**config.mk**
```make
export PLATFORM = sky130hd
export DESIGN_NAME = rll_encoder_top
export DESIGN_NICKNAME = d
export VERILOG_FILES = /design/src/common/jpeg_token_pkg.sv /design/src/common/jpeg_coef_pkg.sv /design/src/verilog/rll_encoder_top.sv /design/src/rll_encoder/token_result.sv /design/src/rll_encoder/coef_execute.sv /design/src/rll_encoder/block_info_decode.sv /design/src/verilog/token_fifo.sv
export SDC_FILE = /design/constraint.sdc
export NUM_CORES = 1
export LEC_CHECK = 0
export BUFFER_PORTS_ARGS = -buffer_cell sky130_fd_sc_hd__buf_4
export CORE_ASPECT_RATIO = 0.7
export CORE_MARGIN = 4
export CORE_UTILIZATION = 33
export CTS_CLUSTER_SIZE = 30
export DETAILED_ROUTE_END_ITERATION = 16
export PLACE_DENSITY_LB_ADDON = 0.05
export REMOVE_ABC_BUFFERS = 1
export SLEW_MARGIN = 40
export SYNTH_ARGS = -nofsm -noshare
export SYNTH_HDL_FRONTEND = slang
export SYNTH_SLANG_ARGS = --single-unit
```
**constraint.sdc**
```tcl
create_clock -name clk -period 5.92 [get_ports clk]
set_clock_uncertainty 0.15 [all_clocks]
set_input_delay 0.592 -clock clk [delete_from_list [all_inputs] [get_ports clk]]
set_output_delay 0.592 -clock clk [all_outputs]
set_load 0.02 [all_outputs]
```
**src/common/jpeg_token_pkg.sv**
```systemverilog
/*
 * Token-side definitions: 16-bit token word, kind codes, field widths,
 * token FIFO depth and the descriptor store geometry.
 * Formats, msb first:
 *   dc  : 1 1 color frame_last dc_diff[11:0]
 *   ac  : 1 0 0 last_coef ac[11:0]
 *   run : 0 0 0 0 000000 run[5:0]
 *   eob : 0 0 0 1 000000 trailing[5:0]
 */
`default_nettype none

package jpeg_token_pkg;

    localparam int tok_width = 16;
    typedef logic [tok_width-1:0] tok_t;

    // kind codes, left-aligned in the token
    localparam logic [1:0] tok_dc  = 2'b11;                 // followed by color, frame_last
    localparam logic [2:0] tok_ac  = 3'b100;                // followed by last_coef
    localparam logic [3:0] tok_run = 4'b0000;
    localparam logic [3:0] tok_eob = 4'b0001;

    localparam int tok_pad_w = 6;                           // zero field in run/eob tokens
    localparam int tok_run_w = 6;                           // run count field

    // token fifo
    localparam int tok_depth = 16;
    localparam int tok_ptr_w = $clog2(tok_depth);
    localparam int tok_cnt_w = $clog2(tok_depth) + 1;       // holds 0..depth

    // descriptor store
    localparam int desc_depth = 8;
    localparam int desc_ptr_w = $clog2(desc_depth);
    localparam int desc_width = 7;                          // last_mcu, last_in_mb, color, first, comp[2:0]

endpackage

`default_nettype wire

```
**src/common/jpeg_coef_pkg.sv**
```systemverilog
/*
 * Coefficient-side definitions for the JPEG run-length front end.
 * Widths, block length, predictor slots and the 12-bit saturation
 * shared by the decode and execute stages.
 */
`default_nettype none

package jpeg_coef_pkg;

    localparam int coef_width = 13;                         // quantized input, signed
    localparam int val_width  = 12;                         // encodable range after limiting
    localparam int block_len  = 64;                         // dc + 63 ac per block
    localparam int comp_count = 8;                          // dc predictor slots

    localparam int val_max = 2 ** (val_width - 1) - 1;      // +2047
    localparam int val_min = -(2 ** (val_width - 1));       // -2048

    typedef logic signed [coef_width-1:0]          coef_t;
    typedef logic signed [val_width-1:0]           val_t;
    typedef logic [$clog2(block_len)-1:0]          idx_t;   // index, also run length
    typedef logic [$clog2(comp_count)-1:0]         comp_t;

    localparam idx_t last_idx = idx_t'(block_len - 1);      // 63rd ac

    // clamp a one-bit-wider signed value into the 12-bit range
    function automatic val_t sat_val(input logic signed [coef_width:0] x);
        val_t r;
        if (x > val_max)      r = val_t'(val_max);
        else if (x < val_min) r = val_t'(val_min);
        else                  r = x[val_width-1:0];
        return r;
    endfunction

endpackage

`default_nettype wire
```
**src/verilog/rll_encoder_top.sv**
```systemverilog
/*
 * Run-length front end of the JPEG entropy coder.
 * decode -> execute -> result -> token FIFO; wiring only.
 * A dc token is pushed 3 cycles after its dc coefficient.
 */
`timescale 1ns/10ps
`default_nettype none

module rll_encoder_top import jpeg_coef_pkg::*, jpeg_token_pkg::*; (
    input  logic  clk,
    input  logic  rst_n,
    input  logic  en,
    input  logic  desc_stb,
    input  comp_t desc_comp,
    input  logic  desc_comp_first,
    input  logic  desc_color,
    input  logic  desc_last_in_mb,
    input  logic  desc_last_mcu,
    input  logic  desc_first_block,
    input  logic  coef_start,
    input  logic  coef_first_block,
    input  coef_t coef,
    input  logic  tok_ready,
    output tok_t  tok_data,
    output logic  tok_valid,
    output logic  tok_overflow
);

    val_t  val;
    coef_t dc_raw;
    idx_t  idx;
    logic  is_dc;
    logic  active;
    comp_t comp;
    logic  comp_first;
    logic  color;
    logic  frame_last_block;
    val_t  dc_diff;
    val_t  ac_val;
    idx_t  run;
    logic  dc_stb;
    logic  ac_nz_stb;
    logic  run_stb;
    logic  eob_stb;
    logic  last_coef;
    logic  push;
    tok_t  push_data;

    block_info_decode u_decode (
        .clk, .rst_n, .en,
        .desc_stb, .desc_first_block, .desc_comp, .desc_comp_first,
        .desc_color, .desc_last_in_mb, .desc_last_mcu,
        .coef_start, .coef_first_block, .coef,
        .val, .dc_raw, .idx, .is_dc, .active,
        .comp, .comp_first, .color, .frame_last_block
    );

    coef_execute u_execute (
        .clk, .rst_n, .en,
        .val, .dc_raw, .idx, .is_dc, .active, .comp, .comp_first,
        .dc_diff, .ac_val, .run,
        .dc_stb, .ac_nz_stb, .run_stb, .eob_stb, .last_coef
    );

    token_result u_result (
        .clk, .rst_n,
        .dc_diff, .ac_val, .run,
        .dc_stb, .ac_nz_stb, .run_stb, .eob_stb,
        .color, .frame_last_block, .last_coef,
        .push, .push_data
    );

    token_fifo u_fifo (
        .clk, .rst_n, .en,
        .push, .push_data, .tok_ready,
        .tok_valid, .tok_data, .tok_overflow
    );

endmodule

`default_nettype wire

```
**src/rll_encoder/token_result.sv**
```systemverilog
/*
 * Token forming stage.
 * Packs whichever execute strobe is high into a 16-bit token and
 * registers it together with push. Execute never raises two strobes
 * in one cycle, so the priority below only orders the mux.
 */
`timescale 1ns/10ps
`default_nettype none

module token_result import jpeg_coef_pkg::*, jpeg_token_pkg::*; (
    input  logic clk,
    input  logic rst_n,
    input  val_t dc_diff,
    input  val_t ac_val,
    input  idx_t run,
    input  logic dc_stb,
    input  logic ac_nz_stb,
    input  logic run_stb,
    input  logic eob_stb,
    input  logic color,
    input  logic frame_last_block,
    input  logic last_coef,
    output logic push,
    output tok_t push_data
);

    logic any_stb;

    assign any_stb = dc_stb || ac_nz_stb || run_stb || eob_stb;

    always_ff @(posedge clk) begin
        if (any_stb) begin
            if (dc_stb)
                push_data <= {tok_dc, color, frame_last_block, dc_diff};
            else if (run_stb)
                push_data <= {tok_run, {tok_pad_w{1'b0}}, tok_run_w'(run)};
            else if (eob_stb)
                push_data <= {tok_eob, {tok_pad_w{1'b0}}, tok_run_w'(run)}; // trailing zeros
            else
                push_data <= {tok_ac, last_coef, ac_val};   // nonzero ac
        end
    end

    always_ff @(posedge clk or negedge rst_n) begin
        if (!rst_n) push <= 1'b0;
        else        push <= any_stb;                        // en gating done upstream
    end

endmodule

`default_nettype wire

```
**src/rll_encoder/coef_execute.sv**
```systemverilog
/*
 * DC prediction and zero-run counting.
 * DC: predictor read on the dc cycle, limited difference registered next,
 * restored predictor written back one cycle later so the decoder tracks.
 * AC: run_stb is raised in the cycle a nonzero ac meets a pending run,
 * its ac_nz_stb follows registered; trailing zeros give eob_stb.
 */
`timescale 1ns/10ps
`default_nettype none

module coef_execute import jpeg_coef_pkg::*; (
    input  logic  clk,
    input  logic  rst_n,
    input  logic  en,
    input  val_t  val,
    input  coef_t dc_raw,
    input  idx_t  idx,
    input  logic  is_dc,
    input  logic  active,
    input  comp_t comp,
    input  logic  comp_first,
    output val_t  dc_diff,
    output val_t  ac_val,
    output idx_t  run,
    output logic  dc_stb,
    output logic  ac_nz_stb,
    output logic  run_stb,
    output logic  eob_stb,
    output logic  last_coef
);

    coef_t                      dc_mem [comp_count];        // per-component predictor
    coef_t                      pred;
    coef_t                      pred_r;
    comp_t                      comp_r;
    logic signed [coef_width:0] diff_full;                  // one bit wider, no wrap
    idx_t                       run_cnt;
    logic                       ac_cycle;
    logic                       nz;

    assign pred      = comp_first ? '0 : dc_mem[comp];      // first of component starts at 0
    assign diff_full = dc_raw - pred;
    assign ac_cycle  = active && !is_dc;
    assign nz        = (val != '0);
    assign run       = run_cnt;                             // run or trailing count
    // emitted one cycle ahead of the ac token it precedes
    assign run_stb   = en && ac_cycle && nz && (run_cnt != '0);

    always_ff @(posedge clk) begin
        if (active && is_dc) begin
            pred_r  <= pred;
            comp_r  <= comp;
            dc_diff <= sat_val(diff_full);
        end
        // restore so that predictor + coded diff is exactly what the decoder sees
        if (dc_stb) dc_mem[comp_r] <= pred_r + coef_t'(dc_diff);
        if (ac_cycle) begin
            ac_val    <= val;
            last_coef <= (idx == last_idx);
        end
    end

    always_ff @(posedge clk or negedge rst_n) begin
        if (!rst_n) begin
            dc_stb <= 1'b0; ac_nz_stb <= 1'b0; eob_stb <= 1'b0;
            run_cnt <= '0;
        end else if (!en) begin
            dc_stb <= 1'b0; ac_nz_stb <= 1'b0; eob_stb <= 1'b0;
            run_cnt <= '0;
        end else begin
            dc_stb    <= active && is_dc;
            ac_nz_stb <= ac_cycle && nz;
            eob_stb   <= ac_cycle && !nz && (idx == last_idx); // run_cnt then holds trailing count
            if (ac_cycle && !nz) run_cnt <= run_cnt + 1'b1; // max 63 fits
            else                 run_cnt <= '0;             // dc, nonzero ac or idle
        end
    end

endmodule

`default_nettype wire

```
**src/rll_encoder/block_info_decode.sv**
```systemverilog
/*
 * Input conditioning for the run-length encoder.
 * Stores per-block descriptors in a small ring, selects the current one
 * on coef_start (or rewinds to the frame start), saturates coefficients
 * to 12 bits and tracks the coefficient index. Outputs lag the input by 1.
 */
`timescale 1ns/10ps
`default_nettype none

module block_info_decode import jpeg_coef_pkg::*, jpeg_token_pkg::*; (
    input  logic  clk,
    input  logic  rst_n,
    input  logic  en,
    input  logic  desc_stb,
    input  logic  desc_first_block,                         // mark frame start at this slot
    input  comp_t desc_comp,
    input  logic  desc_comp_first,
    input  logic  desc_color,
    input  logic  desc_last_in_mb,
    input  logic  desc_last_mcu,
    input  logic  coef_start,                               // one cycle ahead of dc
    input  logic  coef_first_block,
    input  coef_t coef,
    output val_t  val,
    output coef_t dc_raw,
    output idx_t  idx,
    output logic  is_dc,
    output logic  active,
    output comp_t comp,
    output logic  comp_first,
    output logic  color,
    output logic  frame_last_block
);

    logic [desc_width-1:0] desc_mem [desc_depth];
    logic [desc_width-1:0] desc_rd;
    logic [desc_ptr_w-1:0] wr_ptr;
    logic [desc_ptr_w-1:0] rd_ptr;
    logic [desc_ptr_w-1:0] frame_ptr;                       // slot of first block in frame
    logic                  start_d;                         // high on the dc input cycle

    assign desc_rd          = desc_mem[rd_ptr];             // combinational read
    assign comp             = desc_rd[2:0];
    assign comp_first       = desc_rd[3];
    assign color            = desc_rd[4];
    assign frame_last_block = desc_rd[5] && desc_rd[6];     // last in mb of last mcu

    always_ff @(posedge clk) begin
        if (desc_stb)
            desc_mem[wr_ptr] <= {desc_last_mcu, desc_last_in_mb, desc_color,
                                 desc_comp_first, desc_comp};
        val    <= sat_val({coef[coef_width-1], coef});      // sign-extend then limit
        dc_raw <= coef;                                     // full value for dc prediction
    end

    always_ff @(posedge clk or negedge rst_n) begin
        if (!rst_n) begin
            wr_ptr <= '0; frame_ptr <= '0; rd_ptr <= '1;
            start_d <= 1'b0; is_dc <= 1'b0; active <= 1'b0; idx <= '0;
        end else if (!en) begin
            wr_ptr <= '0; frame_ptr <= '0; rd_ptr <= '1;    // first advance lands on slot 0
            start_d <= 1'b0; is_dc <= 1'b0; active <= 1'b0; idx <= '0;
        end else begin
            if (desc_stb) wr_ptr <= wr_ptr + 1'b1;
            if (desc_stb && desc_first_block) frame_ptr <= wr_ptr;
            if (coef_start)
                rd_ptr <= coef_first_block ? frame_ptr : rd_ptr + 1'b1;
            start_d <= coef_start;
            is_dc   <= start_d;
            if (start_d) begin
                active <= 1'b1;                             // dc at index 0
                idx    <= '0;
            end else if (active) begin
                if (idx == last_idx) active <= 1'b0;        // block done after 63rd ac
                idx <= idx + 1'b1;
            end
        end
    end

endmodule

`default_nettype wire

```
**src/verilog/token_fifo.sv**
```systemverilog
/*
 * Token FIFO between the run-length stage and a Huffman consumer.
 * Circular buffer feeding a registered output word; a push into an
 * empty FIFO shows on tok_data the next cycle. Full pushes are
 * dropped and latch tok_overflow until reset or en low.
 */
`timescale 1ns/10ps
`default_nettype none

module token_fifo import jpeg_token_pkg::*; (
    input  logic clk,
    input  logic rst_n,
    input  logic en,                                        // low flushes the fifo
    input  logic push,
    input  tok_t push_data,
    input  logic tok_ready,
    output logic tok_valid,
    output tok_t tok_data,
    output logic tok_overflow
);

    tok_t                 mem [tok_depth];
    logic [tok_ptr_w-1:0] wr_ptr;
    logic [tok_ptr_w-1:0] rd_ptr;
    logic [tok_cnt_w-1:0] count;                            // words in mem, not the output reg
    logic                 out_free;
    logic                 buf_empty;
    logic                 buf_full;
    logic                 load;
    logic                 bypass;
    logic                 mem_wr;

    assign out_free  = !tok_valid || tok_ready;             // output reg empty or draining
    assign buf_empty = (count == '0);
    assign buf_full  = (count == tok_cnt_w'(tok_depth));
    assign load      = out_free && !buf_empty;              // head of mem -> output reg
    assign bypass    = out_free && buf_empty && push;       // straight into output reg
    assign mem_wr    = push && !bypass && (!buf_full || load);

    always_ff @(posedge clk) begin
        if (mem_wr) mem[wr_ptr] <= push_data;
        if (bypass)    tok_data <= push_data;
        else if (load) tok_data <= mem[rd_ptr];             // old slot read even when full
    end

    always_ff @(posedge clk or negedge rst_n) begin
        if (!rst_n) begin
            wr_ptr <= '0; rd_ptr <= '0; count <= '0;
            tok_valid <= 1'b0; tok_overflow <= 1'b0;
        end else if (!en) begin
            wr_ptr <= '0; rd_ptr <= '0; count <= '0;
            tok_valid <= 1'b0; tok_overflow <= 1'b0;
        end else begin
            if (mem_wr) wr_ptr <= wr_ptr + 1'b1;            // wraps at depth
            if (load)   rd_ptr <= rd_ptr + 1'b1;
            count <= count + tok_cnt_w'(mem_wr) - tok_cnt_w'(load);
            if (bypass || load) tok_valid <= 1'b1;
            else if (tok_ready) tok_valid <= 1'b0;
            if (push && !bypass && !mem_wr) tok_overflow <= 1'b1; // dropped token
        end
    end

endmodule

`default_nettype wire

```
==> results.py <==
metrics = {
    "status": {
        "status": "finished clean",
    },
    "die": {
        "rows": 79,
        "core_area_sq_mm": 0.0671,
        "dieArea_sq_mm": 0.0728,
        "fp.dieH_um": 227,
        "start_util": 0.337,
        "die_w_um": 321,
        "io_pins": 46,
    },
    "logic_synthesis": {
        "synth_warnings": 0,
        "syn_inst": 1258,
        "netlist.area_leader.share": 0.649,
        "postSynthAreaPerCell_sq_um": 18.0,
        "yosysUniqueCellTypes": 62,
        "syn_area_sq_mm": 0.0226,
        "synth.ff_latch_count": 557,
        "synth.top_cells.by_area": "edfxtp_1, mux4_2, dfrtp_1",
        "synthFlopType": "edfxtp_1",
        "synth_top_area_cell": "edfxtp_1",
        "async_flop_share": 0.0772,
        "yosysSeqAreaShare": 0.719,
        "synth-edff-count": 489,
    },
    "placed_design": {
        "portBuffers": 45,
        "placed_cell_area_sq_mm": 0.0243,
        "place_congestion": 0.760,
        "hpwl_mm": 33.0,
    },
    "power_and_ir_drop": {
        "p_comb_frac": 0.170,
        "p_per_area_mw_per_mm2": 373,
        "p_leak_uw": 0.00885,
        "total_power_uw": 9770,
        "switching_power_uw": 2520,
        "p_clk_frac": 0.358,
        "seq_power_share": 0.472,
        "swShare": 0.258,
        "ir_drop_mv": 0.232,
        "p_int_uw": 7250,
    },
    "hold_path": {
        "whs_endpoint": "u_decode.desc_mem[4][2]$_DFFE_PP_",
        "min_from": "desc_comp[2]",
        "hold_class": "in2reg",
        "hold-path-cell-count": 1,
    },
    "clock_network": {
        "cts.clk_slew.worst_paths_ns": 0.06,
        "cts_sinks": 557,
        "clock_latency_ns": 0.62,
        "cts_made_buffers": 56,
        "cts_tree": "yes",
        "clk_path_buf_depth": 3,
        "post_cts_buffers": 0,
        "htree_levels": 2,
        "cts_root_buffer": "clkbuf_16",
    },
    "sta": {
        "grt_setup_unrepaired": "false",
        "hold_violations": 0,
        "fmax_mhz": 188,
        "relSlewSlack": 0.475,
        "fin_crit_ns": 5.31,
        "setup_tns_ns": 0,
        "worst_pin_slew_ns": 0.782,
        "hold_ws_ns": 0.0611,
        "setup_viol": 0,
        "drv_slew": 0,
        "min_period_over_period": 0.896,
    },
    "routing": {
        "antenna_left": 0,
        "vias": 11249,
        "route.detailed.drc": 0,
        "drt-pass1-iter-count": 7,
        "viasPerCell": 4.88,
        "drt-wirelength-per-cell_um": 23.1,
        "drt-initial-drc-count": 856,
        "drt_wl_total_mm": 53.2,
    },
    "setup_path": {
        "arrival_ns": 5.48,
        "start_kind": "flip-flop",
        "r2r_setup_slack_ns": 0.61,
        "crit_type": "reg2reg",
        "cp_max_fo": 15,
        "worst_r2r_path_depth": 12,
        "critPathRequiredTime_ns": 6.10,
        "reg2reg_from": "u_decode.rd_ptr[0]$_DFFE_PN1P_",
        "end_kind": "flip-flop",
        "cp-startpoint": "u_decode.rd_ptr[0]$_DFFE_PN1P_",
        "reg2reg_to": "u_execute.dc_diff[1]$_SDFFCE_PN1P_",
    },
    "grt": {
        "grt.overflow.total": 0,
        "grt_pass1_wl_mm": 79.4,
        "grt_usage": 0.148,
        "grt_pass1_vias": 11588,
        "antenna_found_initial": 1,
        "grt_max_degree": 44,
    },
    "finish": {
        "fillers": 6104,
        "final_cell_mix": "edfxtp_1, mux4_2, nand2_1",
        "drive_gt1_frac": 0.228,
        "area_growth_syn_to_layout_pct": 15.8,
        "layout_commonest_cell": "edfxtp_1",
        "final_area_sq_mm": 0.0262,
        "fin_nets": 1440,
    },
    "flow_run": {
        "cap_violations": 0,
    },
}
## per-stage QoR
step                      cells  setup slack, ns   util
after CTS                  2304            0.557  0.390
final                      2305            0.615  0.390
after floorplan            1213           -0.765      -
after global routing       2304            0.160  0.390
after global placement     2185            0.731  0.360
after detailed placement   2189            0.563  0.362
## synth_stat cells (25+ instances only)
cell / n
ha_1: 41
xnor2_1: 27
inv_1: 32
mux2i_1: 38
and2_1: 31
mux4_2: 96
a21oi_1: 28
o21ai_0: 40
dfrtp_1: 40
nand2_1: 91
dfxtp_1: 25
edfxtp_1: 489
nor2_1: 52
## sequential cells by signal (all words and copies together) (netlist names), 3 cells and up
signal              flops
u_fifo.mem            256
u_decode.idx            6
u_execute.dc_diff      12
u_fifo.rd_ptr           4
u_execute.dc_mem      104
u_decode.frame_ptr      3
u_fifo.count            5
u_decode.rd_ptr         3
u_execute.pred_r       13
u_decode.desc_mem      56
u_result.push_data     16
u_execute.ac_val       12
u_decode.dc_raw        13
u_decode.wr_ptr         3
u_execute.run           6
u_decode.val           12
u_execute.comp_r        3
u_fifo.wr_ptr           4
u_fifo.tok_data        16
## worst max-delay path: stages (launching register included)
cell and delay (ns):
dfstp_2 0.62, mux4_1 0.62, mux2i_4 0.52, buf_4 0.37, mux4_2 0.54, a32oi_2 0.21, ha_1 0.36, a21o_1 0.20
a31o_2 0.20, a21oi_1 0.34, o311ai_1 0.30, o21ai_2 0.43, o21ai_0 0.16
## cells by family after synthesis
kind of cell | after synthesis | synth area share
XOR/XNOR | 41 | 0.0159
adder cells (fa/ha/maj) | 44 | 0.0253
AO/OA/AOI/OAI | 124 | 0.0382
flip-flops | 557 | 0.719
AND/OR/NAND/NOR | 246 | 0.0514
multiplexers | 162 | 0.133
buffers and inverters | 84 | 0.0169
## power by group through the flow
| stage | Sequential [uW] | Combinational, uW | Clock [uW] |
|---|---|---|---|
| final | 4610 | 1660 | 3500 |
| after detailed placement | 4700 | 1690 | 0 |
| after CTS | 4620 | 1700 | 3630 |
| after global routing | 4630 | 1830 | 3790 |
| after global placement | 4760 | 1600 | 0 |
| after floorplan | 4810 | 1030 | 0 |
## per-layer routing
layer,wire [um],vias to the layer above,global-route usage
li1,-,5153,-
met1,27500,5859,0.232
met2,22700,170,0.214
met3,2220,67,0.0272
met4,839,0,0.0349
met5,0,-,0
## cell type report
class                           instances  area (sq um)  area share
Sequential cell                       557         16300       0.621
Multi-Input combinational cell        617          6070       0.232
Clock buffer                           77          1550      0.0592
Tap cell                              891          1110      0.0426
Timing Repair Buffer                   97           803      0.0307
Clock inverter                         26           235     0.00898
Inverter                               39           146     0.00559
Antenna cell                            1          2.50   0.0000955
## worst max path at each step
stage | to | slack (ns)
2_1_floorplan | u_execute.dc_diff[2]$_SDFFCE_PN1P_ | -0.76
3_3_place_gp | u_execute.dc_diff[2]$_SDFFCE_PN1P_ | 0.73
3_5_place_dp | u_execute.dc_diff[1]$_SDFFCE_PN1P_ | 0.56
4_1_cts | u_execute.dc_diff[1]$_SDFFCE_PN1P_ | 0.56
5_1_grt | u_execute.dc_diff[0]$_SDFFCE_PN1P_ | 0.16
6_report | u_execute.dc_diff[1]$_SDFFCE_PN1P_ | 0.61
## repair_timing
action,4_1_cts,5_1_grt
endpoints found under the hold margin,52,0
gates resized for setup,0,0
hold buffers,12,0
No activity file was read; power rests on OpenSTA's default activity.
